<file path="src/rtl/tti_pkg.sv">
/* I3C TTI shared types */

package tti_pkg;

    localparam int unsigned DescWidth  = 32;
    localparam int unsigned LevelWidth = 8;
    localparam int unsigned AddrWidth  = 8;

    localparam logic [AddrWidth-1:0] StatusAddr     = 8'h00;
    localparam logic [AddrWidth-1:0] ResetCtrlAddr  = 8'h04;
    localparam logic [AddrWidth-1:0] ThldCtrlAddr   = 8'h08;
    localparam logic [AddrWidth-1:0] RxDescPortAddr = 8'h0C;
    localparam logic [AddrWidth-1:0] TxDescPortAddr = 8'h10;

    // STATUS word, levels in the low bytes
    typedef struct packed {
        logic [DescWidth-2*LevelWidth-3:0] rsvd;
        logic                              tx_thld_hit;
        logic                              rx_thld_hit;
        logic [LevelWidth-1:0]             tx_level;
        logic [LevelWidth-1:0]             rx_level;
    } tti_status_t;

    typedef struct packed {
        logic [DescWidth-2*LevelWidth-1:0] rsvd;
        logic [LevelWidth-1:0]             tx_thld;
        logic [LevelWidth-1:0]             rx_thld;
    } tti_thld_ctrl_t;

    typedef struct packed {
        logic [DescWidth-3:0] rsvd;
        logic                 tx_rst;
        logic                 rx_rst;
    } tti_rst_ctrl_t;

    // Register block to bridge
    typedef struct packed {
        logic [LevelWidth-1:0] rx_thld;
        logic [LevelWidth-1:0] tx_thld;
        logic                  rx_thld_swmod;
        logic                  tx_thld_swmod;
        logic                  rx_rst;
        logic                  tx_rst;
        logic                  rx_port_req;
        logic                  tx_port_req;
        logic [DescWidth-1:0]  tx_port_wdata;
    } tti_hwif_out_t;

    // Bridge to register block
    typedef struct packed {
        logic                  rx_thld_we;
        logic [LevelWidth-1:0] rx_thld_next;
        logic                  tx_thld_we;
        logic [LevelWidth-1:0] tx_thld_next;
        logic                  rx_rst_we;
        logic                  tx_rst_we;
        logic                  rx_port_ack;
        logic                  rx_port_err;
        logic [DescWidth-1:0]  rx_port_rdata;
        logic                  tx_port_ack;
        logic                  tx_port_err;
        tti_status_t           status;
    } tti_hwif_in_t;

    typedef struct packed {
        logic                  push;
        logic [DescWidth-1:0]  push_data;
        logic                  pop;
        logic [LevelWidth-1:0] thld;
        logic                  flush;
    } tti_queue_ctl_t;

    typedef struct packed {
        logic                  full;
        logic                  empty;
        logic [DescWidth-1:0]  pop_data;
        logic [LevelWidth-1:0] level;
        logic                  thld_hit;
        logic [LevelWidth-1:0] thld_clamped;
        logic                  flush_done;
    } tti_queue_stat_t;

endpackage

</file>
<file path="src/rtl/tti_csr.sv">
/* TTI APB register block */

`timescale 1ns/1ps

module tti_csr (
    input  logic                              clk_i,
    input  logic                              rst_ni,

    input  logic                              psel_i,
    input  logic                              penable_i,
    input  logic                              pwrite_i,
    input  logic [tti_pkg::AddrWidth-1:0]     paddr_i,
    input  logic [tti_pkg::DescWidth-1:0]     pwdata_i,
    output logic [tti_pkg::DescWidth-1:0]     prdata_o,
    output logic                              pready_o,
    output logic                              pslverr_o,

    output tti_pkg::tti_hwif_out_t            hwif_o,
    input  tti_pkg::tti_hwif_in_t             hwif_i
);

    logic access;
    logic wr_en;
    logic rst_wr_sel;
    logic thld_wr_sel;
    logic rx_port_req;
    logic tx_port_req;

    logic                           rx_rst_q;
    logic                           tx_rst_q;
    logic [tti_pkg::LevelWidth-1:0] rx_thld_q;
    logic [tti_pkg::LevelWidth-1:0] tx_thld_q;

    tti_pkg::tti_rst_ctrl_t  rst_wr;
    tti_pkg::tti_rst_ctrl_t  rst_rd;
    tti_pkg::tti_thld_ctrl_t thld_wr;
    tti_pkg::tti_thld_ctrl_t thld_rd;

    // Access phase of an APB transfer
    assign access      = psel_i & penable_i;
    assign wr_en       = access & pwrite_i;
    assign rst_wr_sel  = wr_en && (paddr_i == tti_pkg::ResetCtrlAddr);
    assign thld_wr_sel = wr_en && (paddr_i == tti_pkg::ThldCtrlAddr);

    assign rst_wr  = pwdata_i;
    assign thld_wr = pwdata_i;

    // Hardware write-back wins over software
    always_ff @(posedge clk_i or negedge rst_ni) begin
        if (!rst_ni) begin
            rx_rst_q <= 1'b0;
            tx_rst_q <= 1'b0;
        end else begin
            if (hwif_i.rx_rst_we) begin
                rx_rst_q <= 1'b0;
            end else if (rst_wr_sel) begin
                rx_rst_q <= rst_wr.rx_rst;
            end
            if (hwif_i.tx_rst_we) begin
                tx_rst_q <= 1'b0;
            end else if (rst_wr_sel) begin
                tx_rst_q <= rst_wr.tx_rst;
            end
        end
    end

    always_ff @(posedge clk_i or negedge rst_ni) begin
        if (!rst_ni) begin
            rx_thld_q <= '0;
            tx_thld_q <= '0;
        end else begin
            if (hwif_i.rx_thld_we) begin
                rx_thld_q <= hwif_i.rx_thld_next;
            end else if (thld_wr_sel) begin
                rx_thld_q <= thld_wr.rx_thld;
            end
            if (hwif_i.tx_thld_we) begin
                tx_thld_q <= hwif_i.tx_thld_next;
            end else if (thld_wr_sel) begin
                tx_thld_q <= thld_wr.tx_thld;
            end
        end
    end

    always_comb begin
        rst_rd        = '0;
        rst_rd.rx_rst = rx_rst_q;
        rst_rd.tx_rst = tx_rst_q;

        thld_rd         = '0;
        thld_rd.rx_thld = rx_thld_q;
        thld_rd.tx_thld = tx_thld_q;
    end

    // Address decode and read mux
    always_comb begin
        prdata_o    = '0;
        pready_o    = access;
        pslverr_o   = 1'b0;
        rx_port_req = 1'b0;
        tx_port_req = 1'b0;
        if (access) begin
            case (paddr_i)
                tti_pkg::StatusAddr: begin
                    prdata_o = hwif_i.status;
                end
                tti_pkg::ResetCtrlAddr: begin
                    prdata_o = rst_rd;
                end
                tti_pkg::ThldCtrlAddr: begin
                    prdata_o = thld_rd;
                end
                tti_pkg::RxDescPortAddr: begin
                    // Read-only port
                    if (pwrite_i) begin
                        pslverr_o = 1'b1;
                    end else begin
                        rx_port_req = 1'b1;
                        pready_o    = hwif_i.rx_port_ack;
                        pslverr_o   = hwif_i.rx_port_err;
                        prdata_o    = hwif_i.rx_port_rdata;
                    end
                end
                tti_pkg::TxDescPortAddr: begin
                    // Write-only port
                    if (!pwrite_i) begin
                        pslverr_o = 1'b1;
                    end else begin
                        tx_port_req = 1'b1;
                        pready_o    = hwif_i.tx_port_ack;
                        pslverr_o   = hwif_i.tx_port_err;
                    end
                end
                default: begin
                    pslverr_o = 1'b1;
                end
            endcase
        end
    end

    always_comb begin
        hwif_o.rx_thld       = rx_thld_q;
        hwif_o.tx_thld       = tx_thld_q;
        hwif_o.rx_thld_swmod = thld_wr_sel;
        hwif_o.tx_thld_swmod = thld_wr_sel;
        hwif_o.rx_rst        = rx_rst_q;
        hwif_o.tx_rst        = tx_rst_q;
        hwif_o.rx_port_req   = rx_port_req;
        hwif_o.tx_port_req   = tx_port_req;
        hwif_o.tx_port_wdata = pwdata_i;
    end

endmodule

</file>
<file path="src/rtl/tti_desc_queue.sv">
/* TTI descriptor queue */

`timescale 1ns/1ps

module tti_desc_queue #(
    parameter int unsigned Depth = 8,
    parameter bit          IsTx  = 1'b0
) (
    input  logic                           clk_i,
    input  logic                           rst_ni,

    input  tti_pkg::tti_queue_ctl_t        ctl_i,
    output tti_pkg::tti_queue_stat_t       stat_o,

    input  logic                           in_valid_i,
    input  logic [tti_pkg::DescWidth-1:0]  in_data_i,
    output logic                           in_ready_o,

    output logic                           out_valid_o,
    output logic [tti_pkg::DescWidth-1:0]  out_data_o,
    input  logic                           out_ready_i
);

    localparam int unsigned PtrWidth = (Depth > 1) ? $clog2(Depth) : 1;
    localparam logic [PtrWidth-1:0] LastPtr = PtrWidth'(Depth - 1);
    localparam logic [tti_pkg::LevelWidth-1:0] DepthLevel = tti_pkg::LevelWidth'(Depth);

    logic [tti_pkg::DescWidth-1:0]  mem_q [Depth];
    logic [PtrWidth-1:0]            wr_ptr_q;
    logic [PtrWidth-1:0]            rd_ptr_q;
    logic [tti_pkg::LevelWidth-1:0] level_q;
    logic [tti_pkg::LevelWidth-1:0] level_d;
    logic [tti_pkg::LevelWidth-1:0] thld_clamped_q;
    logic [tti_pkg::LevelWidth-1:0] thld_clamped_d;
    logic                           thld_hit_q;
    logic                           thld_hit_d;

    logic                           full;
    logic                           empty;
    logic                           push_ok;
    logic                           pop_ok;
    logic [tti_pkg::DescWidth-1:0]  push_data;

    assign full  = (level_q == DepthLevel);
    assign empty = (level_q == '0);

    assign in_ready_o  = ~full;
    assign out_valid_o = ~empty;
    assign out_data_o  = mem_q[rd_ptr_q];

    // Register port or engine handshake, one of them per instance
    assign push_ok   = (ctl_i.push | (in_valid_i & in_ready_o)) & ~full & ~ctl_i.flush;
    assign pop_ok    = (ctl_i.pop | (out_valid_o & out_ready_i)) & ~empty & ~ctl_i.flush;
    assign push_data = ctl_i.push ? ctl_i.push_data : in_data_i;

    always_comb begin
        level_d = level_q;
        if (ctl_i.flush) begin
            level_d = '0;
        end else if (push_ok && !pop_ok) begin
            level_d = level_q + 1'b1;
        end else if (!push_ok && pop_ok) begin
            level_d = level_q - 1'b1;
        end
    end

    assign thld_clamped_d = (ctl_i.thld > DepthLevel) ? DepthLevel : ctl_i.thld;

    // Zero threshold disables the flag
    // RX flags a filling queue, TX a draining one
    assign thld_hit_d = (thld_clamped_d != '0) &&
                        (IsTx ? (level_d <= thld_clamped_d) : (level_d >= thld_clamped_d));

    always_ff @(posedge clk_i) begin
        if (push_ok) begin
            mem_q[wr_ptr_q] <= push_data;
        end
    end

    always_ff @(posedge clk_i or negedge rst_ni) begin
        if (!rst_ni) begin
            wr_ptr_q       <= '0;
            rd_ptr_q       <= '0;
            level_q        <= '0;
            thld_clamped_q <= '0;
            thld_hit_q     <= 1'b0;
        end else begin
            if (ctl_i.flush) begin
                wr_ptr_q <= '0;
                rd_ptr_q <= '0;
            end else begin
                if (push_ok) begin
                    wr_ptr_q <= (wr_ptr_q == LastPtr) ? '0 : wr_ptr_q + 1'b1;
                end
                if (pop_ok) begin
                    rd_ptr_q <= (rd_ptr_q == LastPtr) ? '0 : rd_ptr_q + 1'b1;
                end
            end
            level_q        <= level_d;
            thld_clamped_q <= thld_clamped_d;
            thld_hit_q     <= thld_hit_d;
        end
    end

    always_comb begin
        stat_o.full         = full;
        stat_o.empty        = empty;
        stat_o.pop_data     = mem_q[rd_ptr_q];
        stat_o.level        = level_q;
        stat_o.thld_hit     = thld_hit_q;
        stat_o.thld_clamped = thld_clamped_q;
        stat_o.flush_done   = ctl_i.flush;
    end

endmodule

</file>
<file path="src/rtl/tti.sv">
/* TTI register to queue bridge */

`timescale 1ns/1ps

module tti (
    input  logic                      clk_i,
    input  logic                      rst_ni,

    input  tti_pkg::tti_hwif_out_t    hwif_i,
    output tti_pkg::tti_hwif_in_t     hwif_o,

    output tti_pkg::tti_queue_ctl_t   rx_ctl_o,
    output tti_pkg::tti_queue_ctl_t   tx_ctl_o,
    input  tti_pkg::tti_queue_stat_t  rx_stat_i,
    input  tti_pkg::tti_queue_stat_t  tx_stat_i,

    output logic                      irq_o
);

    logic rx_swmod_q;
    logic tx_swmod_q;
    logic rx_thld_we_q;
    logic tx_thld_we_q;
    logic irq_q;

    logic rx_pop;
    logic tx_push;

    // Two-stage delay so the queue has clamped the new threshold
    always_ff @(posedge clk_i or negedge rst_ni) begin
        if (!rst_ni) begin
            rx_swmod_q   <= 1'b0;
            tx_swmod_q   <= 1'b0;
            rx_thld_we_q <= 1'b0;
            tx_thld_we_q <= 1'b0;
        end else begin
            rx_swmod_q   <= hwif_i.rx_thld_swmod;
            tx_swmod_q   <= hwif_i.tx_thld_swmod;
            rx_thld_we_q <= rx_swmod_q;
            tx_thld_we_q <= tx_swmod_q;
        end
    end

    always_ff @(posedge clk_i or negedge rst_ni) begin
        if (!rst_ni) begin
            irq_q <= 1'b0;
        end else begin
            irq_q <= rx_stat_i.thld_hit | tx_stat_i.thld_hit;
        end
    end

    assign irq_o = irq_q;

    // Port accesses succeed only when the queue can take them
    assign rx_pop  = hwif_i.rx_port_req & ~rx_stat_i.empty;
    assign tx_push = hwif_i.tx_port_req & ~tx_stat_i.full;

    always_comb begin
        rx_ctl_o.push      = 1'b0;
        rx_ctl_o.push_data = '0;
        rx_ctl_o.pop       = rx_pop;
        rx_ctl_o.thld      = hwif_i.rx_thld;
        rx_ctl_o.flush     = hwif_i.rx_rst;

        tx_ctl_o.push      = tx_push;
        tx_ctl_o.push_data = hwif_i.tx_port_wdata;
        tx_ctl_o.pop       = 1'b0;
        tx_ctl_o.thld      = hwif_i.tx_thld;
        tx_ctl_o.flush     = hwif_i.tx_rst;
    end

    always_comb begin
        hwif_o.rx_thld_we   = rx_thld_we_q;
        hwif_o.rx_thld_next = rx_stat_i.thld_clamped;
        hwif_o.tx_thld_we   = tx_thld_we_q;
        hwif_o.tx_thld_next = tx_stat_i.thld_clamped;

        // Reset bits self-clear once the flush is taken
        hwif_o.rx_rst_we = rx_stat_i.flush_done;
        hwif_o.tx_rst_we = tx_stat_i.flush_done;

        hwif_o.rx_port_ack   = hwif_i.rx_port_req;
        hwif_o.rx_port_err   = hwif_i.rx_port_req & rx_stat_i.empty;
        hwif_o.rx_port_rdata = rx_pop ? rx_stat_i.pop_data : '0;
        hwif_o.tx_port_ack   = hwif_i.tx_port_req;
        hwif_o.tx_port_err   = hwif_i.tx_port_req & tx_stat_i.full;

        hwif_o.status             = '0;
        hwif_o.status.rx_level    = rx_stat_i.level;
        hwif_o.status.tx_level    = tx_stat_i.level;
        hwif_o.status.rx_thld_hit = rx_stat_i.thld_hit;
        hwif_o.status.tx_thld_hit = tx_stat_i.thld_hit;
    end

endmodule

</file>
<file path="src/rtl/i3c_tti_top.sv">
/* I3C TTI top level */

`timescale 1ns/1ps

module i3c_tti_top #(
    parameter int unsigned RxDepth = 8,
    parameter int unsigned TxDepth = 8
) (
    input  logic                           clk_i,
    input  logic                           rst_ni,

    input  logic                           psel_i,
    input  logic                           penable_i,
    input  logic                           pwrite_i,
    input  logic [tti_pkg::AddrWidth-1:0]  paddr_i,
    input  logic [tti_pkg::DescWidth-1:0]  pwdata_i,
    output logic [tti_pkg::DescWidth-1:0]  prdata_o,
    output logic                           pready_o,
    output logic                           pslverr_o,

    input  logic                           rx_desc_valid_i,
    input  logic [tti_pkg::DescWidth-1:0]  rx_desc_i,
    output logic                           rx_desc_ready_o,

    output logic                           tx_desc_valid_o,
    output logic [tti_pkg::DescWidth-1:0]  tx_desc_o,
    input  logic                           tx_desc_ready_i,

    output logic                           irq_o
);

    tti_pkg::tti_hwif_out_t   hwif_out;
    tti_pkg::tti_hwif_in_t    hwif_in;
    tti_pkg::tti_queue_ctl_t  rx_ctl;
    tti_pkg::tti_queue_ctl_t  tx_ctl;
    tti_pkg::tti_queue_stat_t rx_stat;
    tti_pkg::tti_queue_stat_t tx_stat;

    tti_csr u_csr (
        .clk_i     (clk_i),
        .rst_ni    (rst_ni),
        .psel_i    (psel_i),
        .penable_i (penable_i),
        .pwrite_i  (pwrite_i),
        .paddr_i   (paddr_i),
        .pwdata_i  (pwdata_i),
        .prdata_o  (prdata_o),
        .pready_o  (pready_o),
        .pslverr_o (pslverr_o),
        .hwif_o    (hwif_out),
        .hwif_i    (hwif_in)
    );

    tti u_tti (
        .clk_i     (clk_i),
        .rst_ni    (rst_ni),
        .hwif_i    (hwif_out),
        .hwif_o    (hwif_in),
        .rx_ctl_o  (rx_ctl),
        .tx_ctl_o  (tx_ctl),
        .rx_stat_i (rx_stat),
        .tx_stat_i (tx_stat),
        .irq_o     (irq_o)
    );

    // Engine fills RX, software drains it
    tti_desc_queue #(
        .Depth (RxDepth),
        .IsTx  (1'b0)
    ) u_rx_queue (
        .clk_i       (clk_i),
        .rst_ni      (rst_ni),
        .ctl_i       (rx_ctl),
        .stat_o      (rx_stat),
        .in_valid_i  (rx_desc_valid_i),
        .in_data_i   (rx_desc_i),
        .in_ready_o  (rx_desc_ready_o),
        .out_valid_o (),
        .out_data_o  (),
        .out_ready_i (1'b0)
    );

    // Software fills TX, engine drains it
    tti_desc_queue #(
        .Depth (TxDepth),
        .IsTx  (1'b1)
    ) u_tx_queue (
        .clk_i       (clk_i),
        .rst_ni      (rst_ni),
        .ctl_i       (tx_ctl),
        .stat_o      (tx_stat),
        .in_valid_i  (1'b0),
        .in_data_i   ('0),
        .in_ready_o  (),
        .out_valid_o (tx_desc_valid_o),
        .out_data_o  (tx_desc_o),
        .out_ready_i (tx_desc_ready_i)
    );

endmodule

</file>
<file path="config.mk">
export PLATFORM = sky130hd
export DESIGN_NAME = i3c_tti_top
export DESIGN_NICKNAME = d
export VERILOG_FILES = /design/src/rtl/tti_pkg.sv /design/src/rtl/tti_csr.sv /design/src/rtl/tti_desc_queue.sv /design/src/rtl/tti.sv /design/src/rtl/i3c_tti_top.sv
export SDC_FILE = /design/constraint.sdc
export NUM_CORES = 1
export LEC_CHECK = 0
export BUFFER_PORTS_ARGS = -buffer_cell sky130_fd_sc_hd__buf_2
export CAP_MARGIN = 20
export CORE_UTILIZATION = 34
export DETAILED_ROUTE_END_ITERATION = 12
export PLACE_DENSITY = 0.5
export RECOVER_POWER = 50
export SLEW_MARGIN = 20
export SYNTH_ARGS = -nofsm -noshare
export SYNTH_HDL_FRONTEND = slang
export SYNTH_SLANG_ARGS = --single-unit
export TNS_END_PERCENT = 100
</file>
<file path="constraint.sdc">
create_clock -name clk_i -period 7.01 [get_ports clk_i]
set_input_delay 1.402 -clock clk_i [delete_from_list [all_inputs] [get_ports clk_i]]
set_output_delay 1.402 -clock clk_i [all_outputs]
set_load 0.02 [all_outputs]
</file>
Yosys cells after proc, flatten, opt, wreduce, memory -nomap -nowiden
Memories as Yosys holds them, arrays and structs flattened.
Index checks and enable logic that the tools add are counted.
{"block": "totals", "output_inout_bits": 69, "mem_bits_rw": 512, "elab_cells": 138, "n_memories": 2, "input_bits": 79, "register_bits": 67}
{"memory": "u_rx_queue.mem_q", "depth": 8, "word_bits": 32, "read_ports": 1, "rd_clocked_by_memory_dff": 0, "write_ports": 1, "line_no": "tti_desc_queue.sv:28", "source": "logic [tti_pkg::DescWidth-1:0] mem_q [Depth];"}
{"memory": "u_tx_queue.mem_q", "depth": 8, "word_bits": 32, "read_ports": 1, "rd_clocked_by_memory_dff": 0, "write_ports": 1, "line_no": "tti_desc_queue.sv:28"}
{"block": "classes", "n_bitwise": 23, "n_eq_ne": 10, "magnitude_cmp": 4, "add_sub_neg": 8, "muxes": 51, "reduce_logical": 23}
{"operator": "32-bit 2-to-1 mux", "n": 4}
{"operator": "32-bit one-hot mux with 4 select lines", "n": 1}
{"operator": "8-bit 2-to-1 mux", "n": 12}
{"operator": "3-bit 2-to-1 mux", "n": 12}
{"operator": "8-bit by 4-bit equality test with 1-bit output, second input constant", "n": 4}
{"operator": "8-bit zero test", "n": 3}
{"operator": "1-bit 2-to-1 mux", "n": 20}
{"operator": "8-bit by 1-bit adder with 8-bit output, second input constant", "n": 2}
{"operator": "1-bit AND", "n": 16}
{"operator": "8-bit by 4-bit greater-than comparator with 1-bit output, second input constant", "n": 2}
{"operator": "8-bit nonzero test", "n": 2}
{"operator": "8-bit by 1-bit subtractor with 8-bit output, second input constant", "n": 2}
{"operator": "3-bit by 1-bit adder with 3-bit output, second input constant", "n": 4}
{"operator": "3-bit equality test, second input constant", "n": 4}
{"operator": "2-bit nonzero test", "n": 5}
{"operator": "8-bit by 3-bit equality test with 1-bit output, second input constant", "n": 1}
{"operator": "8-bit by 5-bit equality test with 1-bit output, second input constant", "n": 1}
{"operator": "8-bit >= comparator", "n": 1}
{"operator": "8-bit less-or-equal comparator", "n": 1}
{"operator": "1-bit logical AND", "n": 8}
{"operator": "1-bit inverter", "n": 6}
{"operator": "1-bit zero test", "n": 4}
{"operator": "1-bit one-hot mux with 3 select lines", "n": 1}
{"operator": "3-bit OR reduction", "n": 1}
{"operator": "other kinds (2)", "n": 2}

Logic depth before layout (Yosys ltp)
Gate-level depths: netlist of run 1.
{"block": "depth", "depth_word": 13, "ltp_mapped": 14, "mapped_depth_nobuf": 13}

Modules after synthesis
A second synthesis of run 1 with hierarchy kept.
{"block": "unflattened", "hier_cells": 1583, "hier_area_um2": 26743.1}
{"mod": "tti_desc_queue (u_tx_queue)", "cells_each": 602, "area_per_inst_um2": 11687.5, "seq_area_each_um2": 8262.9, "n_inst": 1}
{"mod": "tti_desc_queue (u_rx_queue)", "cells_each": 598, "area_per_inst_um2": 11676.2, "seq_area_each_um2": 8262.9, "n_inst": 1}
{"mod": "tti_csr", "cells_each": 193, "area_per_inst_um2": 1854.3, "seq_area_each_um2": 450.4, "n_inst": 1}
{"mod": "tti", "cells_each": 189, "area_per_inst_um2": 1521.5, "seq_area_each_um2": 125.1, "n_inst": 1}
{"mod": "i3c_tti_top", "cells_each": 1, "area_per_inst_um2": 3.8, "seq_area_each_um2": 0.0, "n_inst": 1}

Worst setup path before layout of run 1
OpenSTA, ideal clock, no wires.
{"block": "synth_timing", "path_type": "input -> register", "startpoint": "input psel_i", "endpoint": "memory u_tx_queue.mem_q[2][0] (netlist bit), enable pin", "cell_stages": 6, "required_ps": 6509, "t_arrival_ps": 5589, "setup_time_ps": 501, "n_path_buf": 0, "setup_slack_ps": 919, "path_cell_list": "nand2_1 -> inv_1 -> nand3_1 -> nor2_1 -> nand2_1 -> nor4_1"}
{"block": "synth_via", "elab_chain_cells": 7}
{"item": "start, declared", "line_no": "i3c_tti_top.sv:12", "source": "input logic psel_i,"}
{"item": "1-bit AND", "line_no": "tti_csr.sv:40", "source": "assign access = psel_i & penable_i;"}
{"item": "1-bit 2-to-1 mux", "line_no": "tti_csr.sv:102", "source": "if (access) begin"}
{"item": "1-bit AND", "line_no": "tti.sv:56", "source": "assign tx_push = hwif_i.tx_port_req & ~tx_stat_i.full;"}
{"item": "1-bit AND (2 in a row)", "line_no": "tti_desc_queue.sv:52", "source": "assign push_ok = (ctl_i.push | (in_valid_i & in_ready_o)) & ~full & ~ctl_i.flush;"}
{"item": "1-bit 2-to-1 mux", "line_no": "tti_desc_queue.sv:75", "source": "if (push_ok) begin"}
{"item": "1-bit 2-to-1 mux (not written as such)", "line_no": "tti_desc_queue.sv:76", "source": "mem_q[wr_ptr_q] <= push_data;"}
{"item": "end, declared", "line_no": "tti_desc_queue.sv:28"}
No other way between the ends.

Final worst setup path of run 1
{"block": "layout_timing", "startpoint": "input paddr_i[3] (netlist bit)", "endpoint": "output prdata_o[29] (netlist bit)"}
{"block": "layout_via", "elab_chain_cells": 8, "word_cells_on_any_way": 11, "cone_classes": "3 x eq/ne; 6 x mux; 1 x bitwise; 1 x reduce/logical"}
{"item": "start, declared", "line_no": "i3c_tti_top.sv:15", "source": "input logic [tti_pkg::AddrWidth-1:0] paddr_i,"}
{"item": "8-bit by 4-bit equality test with 1-bit output", "line_no": "tti_csr.sv:103", "source": "case (paddr_i)"}
{"item": "1-bit 2-to-1 mux", "line_no": "tti_csr.sv:103"}
{"item": "1-bit 2-to-1 mux", "line_no": "tti_csr.sv:102"}
{"item": "1-bit AND", "line_no": "tti.sv:55", "source": "assign rx_pop = hwif_i.rx_port_req & ~rx_stat_i.empty;"}
{"item": "32-bit 2-to-1 mux", "line_no": "tti.sv:84", "source": "hwif_o.rx_port_rdata = rx_pop ? rx_stat_i.pop_data : '0;"}
{"item": "32-bit 2-to-1 mux", "line_no": "tti_csr.sv:115", "source": "if (pwrite_i) begin"}
{"item": "32-bit one-hot mux with 4 select lines *", "line_no": "tti_csr.sv:103"}
{"item": "32-bit 2-to-1 mux *", "line_no": "tti_csr.sv:102"}
{"item": "end, declared", "line_no": "i3c_tti_top.sv:17", "source": "output logic [tti_pkg::DescWidth-1:0] prdata_o,"}
Every way passes the cells marked *; elsewhere a longest branch is shown, timed or not.

==> flow_summary.ini, run 1 <==
[power_and_ir_drop]
power.sequential.fraction_pct = 46.1
intPower_mw = 6.825
power_leakage_nw = 9.248
combPwrFrac_pct = 18.4
peakVddDrop_v = 0.0002012
power_switching_mw = 2.697
pwr-share-clk_pct = 35.5
p_sw_share_pct = 28.32
pwr_density_cell_mw_per_mm2 = 341.7

[clocking]
htreeDepth = 3
clk_latency_ns = 0.61
tritoncts = built
cts_buffer_depth = 3
clk_pin_slew_ns = 0.06
cts_hold_buf = 0
post_cts_buffers = 0
cts-resized-gates = 0
root_buffer = clkbuf_16
cts.sinks = 579
numCtsBuffers = 67

[grt]
grt_pass1_vias = 12730
grt_pass1_wl_um = 82620
grt_max_degree = 68
grt_usage_pct = 15.99
antenna_found_initial = 5
grt_overflow = 0

[timing]
max_freq_mhz = 179.3
grt_setup_unrepaired = no
clock_skew_ns = 0.02364
min_period_over_period_pct = 79.55
hold_viol = 0
slew_headroom_pct = -152.8
tns_ns = 0
slew_violations = 351
worst_pin_slew_ns = 3.792
setup_viol = 0
fin_crit_ns = 5.576

[cells_and_area]
fillers = 6295
design_area_mm2 = 0.02787
seq_area_mm2 = 0.01707
area_delta_synth_final_pct = 17.36
multiInputGateArea_mm2 = 0.006535
layout.nets = 1574
drive_above_1_share_pct = 27.87
antennaDiodeCount = 0

[logic_synthesis]
ys_seq_area_share_pct = 71.82
synth-edff-count = 512
synthFlopType = edfxtp_1
synth_area_mm2 = 0.02374
ys_warn_count = 0
syn_inst = 1267
synth.distinct_cells = 61
syn_area_per_cell_um2 = 18.74
synthArstFlopShare_pct = 11.57
ys_ff_latch = 579

[status]
violations = capacitance limit, slew limit
status = finished with violations

[critical_path]
start_kind = input pin
end_kind = primary output
crit_path_max_fanout = 21
cp.arrival_ns = 4.17
crit_type = input pin to primary output
r2r_slack_ns = 2.74
required_ns = 5.61

[drt]
drc = 0
routed_wl_um = 56100
ant_nets = 0
drt_iter0_markers = 735
avgRoutedWirePerCell_um = 22.91
vias = 12259
viasPerCell = 5.006
drtPass1Iterations = 5

[floorplanning]
fp.dieW_um = 266.3
initial_utilization_pct = 34.50
coreArea_mm2 = 0.06883
pin_count = 148
num_rows = 96
die_h_um = 266.3
dieArea_mm2 = 0.07089

[hold_path]
holdCritPathClass = register to register

[place]
io_buffer_count = 147
place.gp.congestion = 0.7482
dp_hpwl_um = 33690
placed_cell_area_mm2 = 0.02579

[job]
cap_violations = 10
flip-flops by register name, indices dropped and copies added (netlist names), 8 cells and up:
signal,cells
u_csr.tx_thld_q,8
u_rx_queue.level_q,8
u_tx_queue.level_q,8
u_csr.rx_thld_q,8
u_tx_queue.mem_q,256
u_tx_queue.thld_clamped_q,8
u_rx_queue.mem_q,256
u_rx_queue.thld_clamped_q,8
cell usage after synthesis (4+ instances only):
cell type | number | area [µm²]
nor2b_1 | 10 | 62.56
buf_1 | 13 | 48.80
dfrtp_1 | 67 | 1677
or2_2 | 5 | 31.28
mux2_2 | 36 | 405.4
nor3_1 | 11 | 55.05
o22a_1 | 14 | 122.6
nand4_1 | 6 | 37.54
inv_1 | 16 | 60.06
a21oi_1 | 20 | 100.1
clkbuf_1 | 40 | 150.1
nor2_1 | 64 | 240.2
mux4_2 | 128 | 2883
mux2i_1 | 77 | 770.7
or3_1 | 6 | 37.54
ha_1 | 30 | 375.4
nand3b_1 | 6 | 45.04
nor4_1 | 7 | 43.79
buf_2 | 6 | 30.03
edfxtp_1 | 512 | 15370
o21ai_0 | 10 | 50.05
xnor2_1 | 6 | 52.55
and3_1 | 5 | 31.28
nand2_1 | 55 | 206.5
nand2b_1 | 7 | 43.79
a31oi_1 | 4 | 25.02
and2_1 | 37 | 231.5
o21ai_1 | 10 | 50.05
nor3b_1 | 6 | 45.04
worst max-delay path, cell delays in order:
cell      delay (ns)
clkbuf_1        1.07
and3b_1         0.40
and4_1          0.23
nand2_1         0.52
nor2_1          0.32
buf_2           0.20
power groups by stage:
stage | combinational [mW] | sequential, mW | clock (mW)
floorplan | 1.37 | 4.19 | 0
global placement | 1.80 | 4.45 | 0
detailed placement | 1.81 | 4.46 | 0
CTS | 1.81 | 4.39 | 3.48
global route | 1.90 | 4.44 | 3.61
finish | 1.75 | 4.39 | 3.38
cell usage in the layout (no fill, tap or decap), types with 20 or more instances in the layout:
cell       count
dfrtp_1       61
clkbuf_16     68
ha_1          30
clkbuf_1      58
mux2_2        34
nand2_1       55
edfxtp_1     512
mux4_2       128
a21oi_1       20
nor2_1        53
and2_1        35
mux2i_1       77
buf_2        113
layout make-up:
cell class	count	share of cell area, %
sequential	579	61.25
multi-input combinational	625	23.45
clock buffer	88	6.592
tap	931	4.180
timing repair buffer	176	3.134
clock inverter	34	1.181
inverter	16	0.2155
layer usage:
layer / share of wire, % / routed length [µm] / track usage [%] / vias to the layer above
met1: 44 / 24450 / 20.75 / 6430
li1: - / - / - / 5479
met2: 49 / 27610 / 26.67 / 257
met4: 2.7 / 1498 / 5.312 / 6
met3: 4.5 / 2513 / 3.318 / 87
met5: 0.064 / 36 / 0 / -
metrics by stage:
step / utilization (%) / hold slack [ns] / worst slack, ns / cells / power, mW
after floorplan: - / 0.3312 / 0.9194 / 1281 / 5.564
after global placement: 37.47 / 0.3317 / 1.755 / 2327 / 6.250
after detailed placement: 37.47 / 0.3358 / 1.712 / 2327 / 6.264
after CTS: 40.62 / 0.3492 / 1.707 / 2449 / 9.680
after global routing: 40.49 / 0.3628 / 1.157 / 2449 / 9.958
final: 40.49 / 0.3474 / 1.434 / 2449 / 9.522
kinds of logic after synthesis:
group | share of synthesized area (%)
muxes | 17.10
adders and majority gates | 1.581
AOI/OAI and AO/OA | 2.493
DFF | 71.82
other | 0.03163
and+or+nand+nor | 5.396
buffers and inverters | 1.328
xor gates and xnor gates | 0.2582
path summary, 6_finish.rpt:
| kind | from | end | depth (start not counted) |
|---|---|---|---|
| setup reg to reg | u_rx_queue.level_q[0] | u_rx_queue.mem_q[0][12] | 8 |
| hold / removal | u_tti.rx_swmod_q | u_tti.rx_thld_we_q | 0 |
| hold reg to reg | u_tti.rx_swmod_q | u_tti.rx_thld_we_q | 0 |
| max in group asynchronous | rst_ni | u_rx_queue.rd_ptr_q[0] | 2 |
| setup / recovery | paddr_i[3] | prdata_o[29] | 6 |
| min in group asynchronous | rst_ni | u_csr.tx_rst_q | 2 |
(Power assumes the default switching activity.)
==> inputs of run 2 (changes only) <==
==> constraint.sdc (replaced) <==
create_clock -name clk_i -period 5.4 [get_ports clk_i]
set_input_delay 1.08 -clock clk_i [delete_from_list [all_inputs] [get_ports clk_i]]
set_output_delay 1.08 -clock clk_i [all_outputs]
set_load 0.02 [all_outputs]
==> flow_summary.ini, run 2 (synthesis results as in run 1) <==
[status]
status = finished with violations
violations = capacitance limit, slew limit

[critical_path]
r2r_start = u_rx_queue.level_q[0]
crit_path_max_fanout = 24
end_kind = register
crit_chain = inv_1 > ha_1 > nor4bb_1 > nand2_1 > and3_1 > nand2_1 > nor2_1 > buf_4
cp_slowest_stage_delay_ns = 2.15
worst_path_max_delay_cell = nor2_1
worstReg2RegEnd = u_rx_queue.mem_q[7][12]
cp.arrival_ns = 4.81
reg2regPathDepth = 8
r2r_slack_ns = 0.89
required_ns = 5.70
start_kind = register
path_common_cell = nand2_1
crit_type = register to register

[drt]
routed_wl_um = 55570
drt_iter0_markers = 652
drtPass1Iterations = 5
viasPerCell = 4.972
drc = 0
vias = 12166
ant_nets = 0
avgRoutedWirePerCell_um = 22.71

[grt]
grt_pass1_vias = 12888
antenna_found_initial = 6
grt_max_degree = 65
grt_overflow = 0
grt_usage_pct = 15.83
grt_pass1_wl_um = 82730

[timing]
whs_ns = 0.3589
clock_skew_ns = 0.02857
hold_viol = 0
setup_viol = 0
worst_pin_slew_ns = 2.897
slew_headroom_pct = -93.85
min_period_over_period_pct = 83.45
slew_violations = 219
grt_setup_unrepaired = no
fin_crit_ns = 4.506
max_freq_mhz = 221.9
tns_ns = 0
final.setup.worst_slack_ns = 0.8936

[clocking]
numCtsBuffers = 61
cts_buffer_depth = 3
clk_latency_ns = 0.62
cts_hold_buf = 0
cts-resized-gates = 0
cts.sinks = 579
root_buffer = clkbuf_16
clk_pin_slew_ns = 0.06
htreeDepth = 2
tritoncts = built
post_cts_buffers = 0

[cells_and_area]
drive_above_1_share_pct = 26.80
final_cell_mix = edfxtp_1 (512), mux4_2 (128), buf_2 (112)
layout.nets = 1571
fillers = 6341
finalNonFillerCells = 2447
final_util_pct = 40.24
area_delta_synth_final_pct = 16.64
reg_top3 = u_rx_queue.mem_q (256), u_tx_queue.mem_q (256)
final_common_cell = edfxtp_1

[hold_path]
hold_path_depth = 0
min_to = u_tti.rx_thld_we_q
holdCritPathClass = register to register
min-delay-start = u_tti.rx_swmod_q

[floorplanning]
dieArea_mm2 = 0.07089
coreArea_mm2 = 0.06883
initial_utilization_pct = 34.50
pin_count = 148
num_rows = 96
die_h_um = 266.3
fp.dieW_um = 266.3

[power_and_ir_drop]
power_switching_mw = 3.354
power.sequential.fraction_pct = 46.2
pwr_density_cell_mw_per_mm2 = 432.7
combPwrFrac_pct = 20.1
intPower_mw = 8.629
p_sw_share_pct = 27.99
pwr-share-clk_pct = 33.7
peakVddDrop_v = 0.0002663
power_leakage_nw = 9.146

[place]
place.gp.congestion = 0.7773
io_buffer_count = 147
dp_hpwl_um = 33670
pre_cts_ws_ns = 1.118
place_inst = 2329

[job]
cap_violations = 8
[run 2: power groups by stage]
| stage | Clock (mW) | Sequential [mW] | Combinational, mW |
|---|---|---|---|
| after floorplan | 0 | 5.44 | 1.78 |
| after global placement | 0 | 5.62 | 2.47 |
| after detailed placement | 0 | 5.63 | 2.49 |
| after CTS | 4.15 | 5.54 | 2.50 |
| after global routing | 4.32 | 5.58 | 2.63 |
| final | 4.04 | 5.53 | 2.41 |
[run 2: per-layer routing]
layer  global-route usage, %  vias to the layer above  share of wire (%)
met3                   2.911                       98                4.7
met1                   20.65                     6295                 43
met2                   26.58                      295                 49
li1                        -                     5476                  -
met5                       0                        -              0.023
met4                   5.203                        2                2.8
[run 2: how the worst max path moves through the flow]
stage / endpoint / start / slack [ns]
after floorplan: u_tx_queue.mem_q[3][0] / psel_i / 0.51
after global placement: prdata_o[28] / paddr_i[1] / 1.16
after detailed placement: prdata_o[26] / paddr_i[1] / 1.12
after CTS: prdata_o[9] / u_rx_queue.rd_ptr_q[0] / 0.69
after global routing: u_rx_queue.mem_q[7][8] / u_rx_queue.level_q[0] / 0.53
final: u_rx_queue.mem_q[7][12] / u_rx_queue.level_q[0] / 0.89
[run 2: critical path: cells and delay by family, from the launching register on]
kind                     cells  cell delay, ns
AND/OR/NAND/NOR              5            2.76
buffers and inverters        2            0.63
flip-flops                   1            0.56
adder cells (fa/ha/maj)      1            0.23
[run 2: layout make-up]
type,instances,area [µm²],share of cell area (%)
diodes,1,2.502,0.009036
clock buffers,81,1612,5.819
clock inverters,35,311.5,1.125
inverters,16,60.06,0.2169
multi-input cells,625,6507,23.50
flip-flops and latches,579,17060,61.62
well taps,931,1165,4.206
repair buffers,179,972.2,3.510
[run 2: through the flow]
stage	cell area (µm²)	power, mW
after floorplan	23810	7.222
after global placement	25870	8.089
after detailed placement	25870	8.116
after CTS	27790	12.19
after global routing	27690	12.53
final	27690	11.98
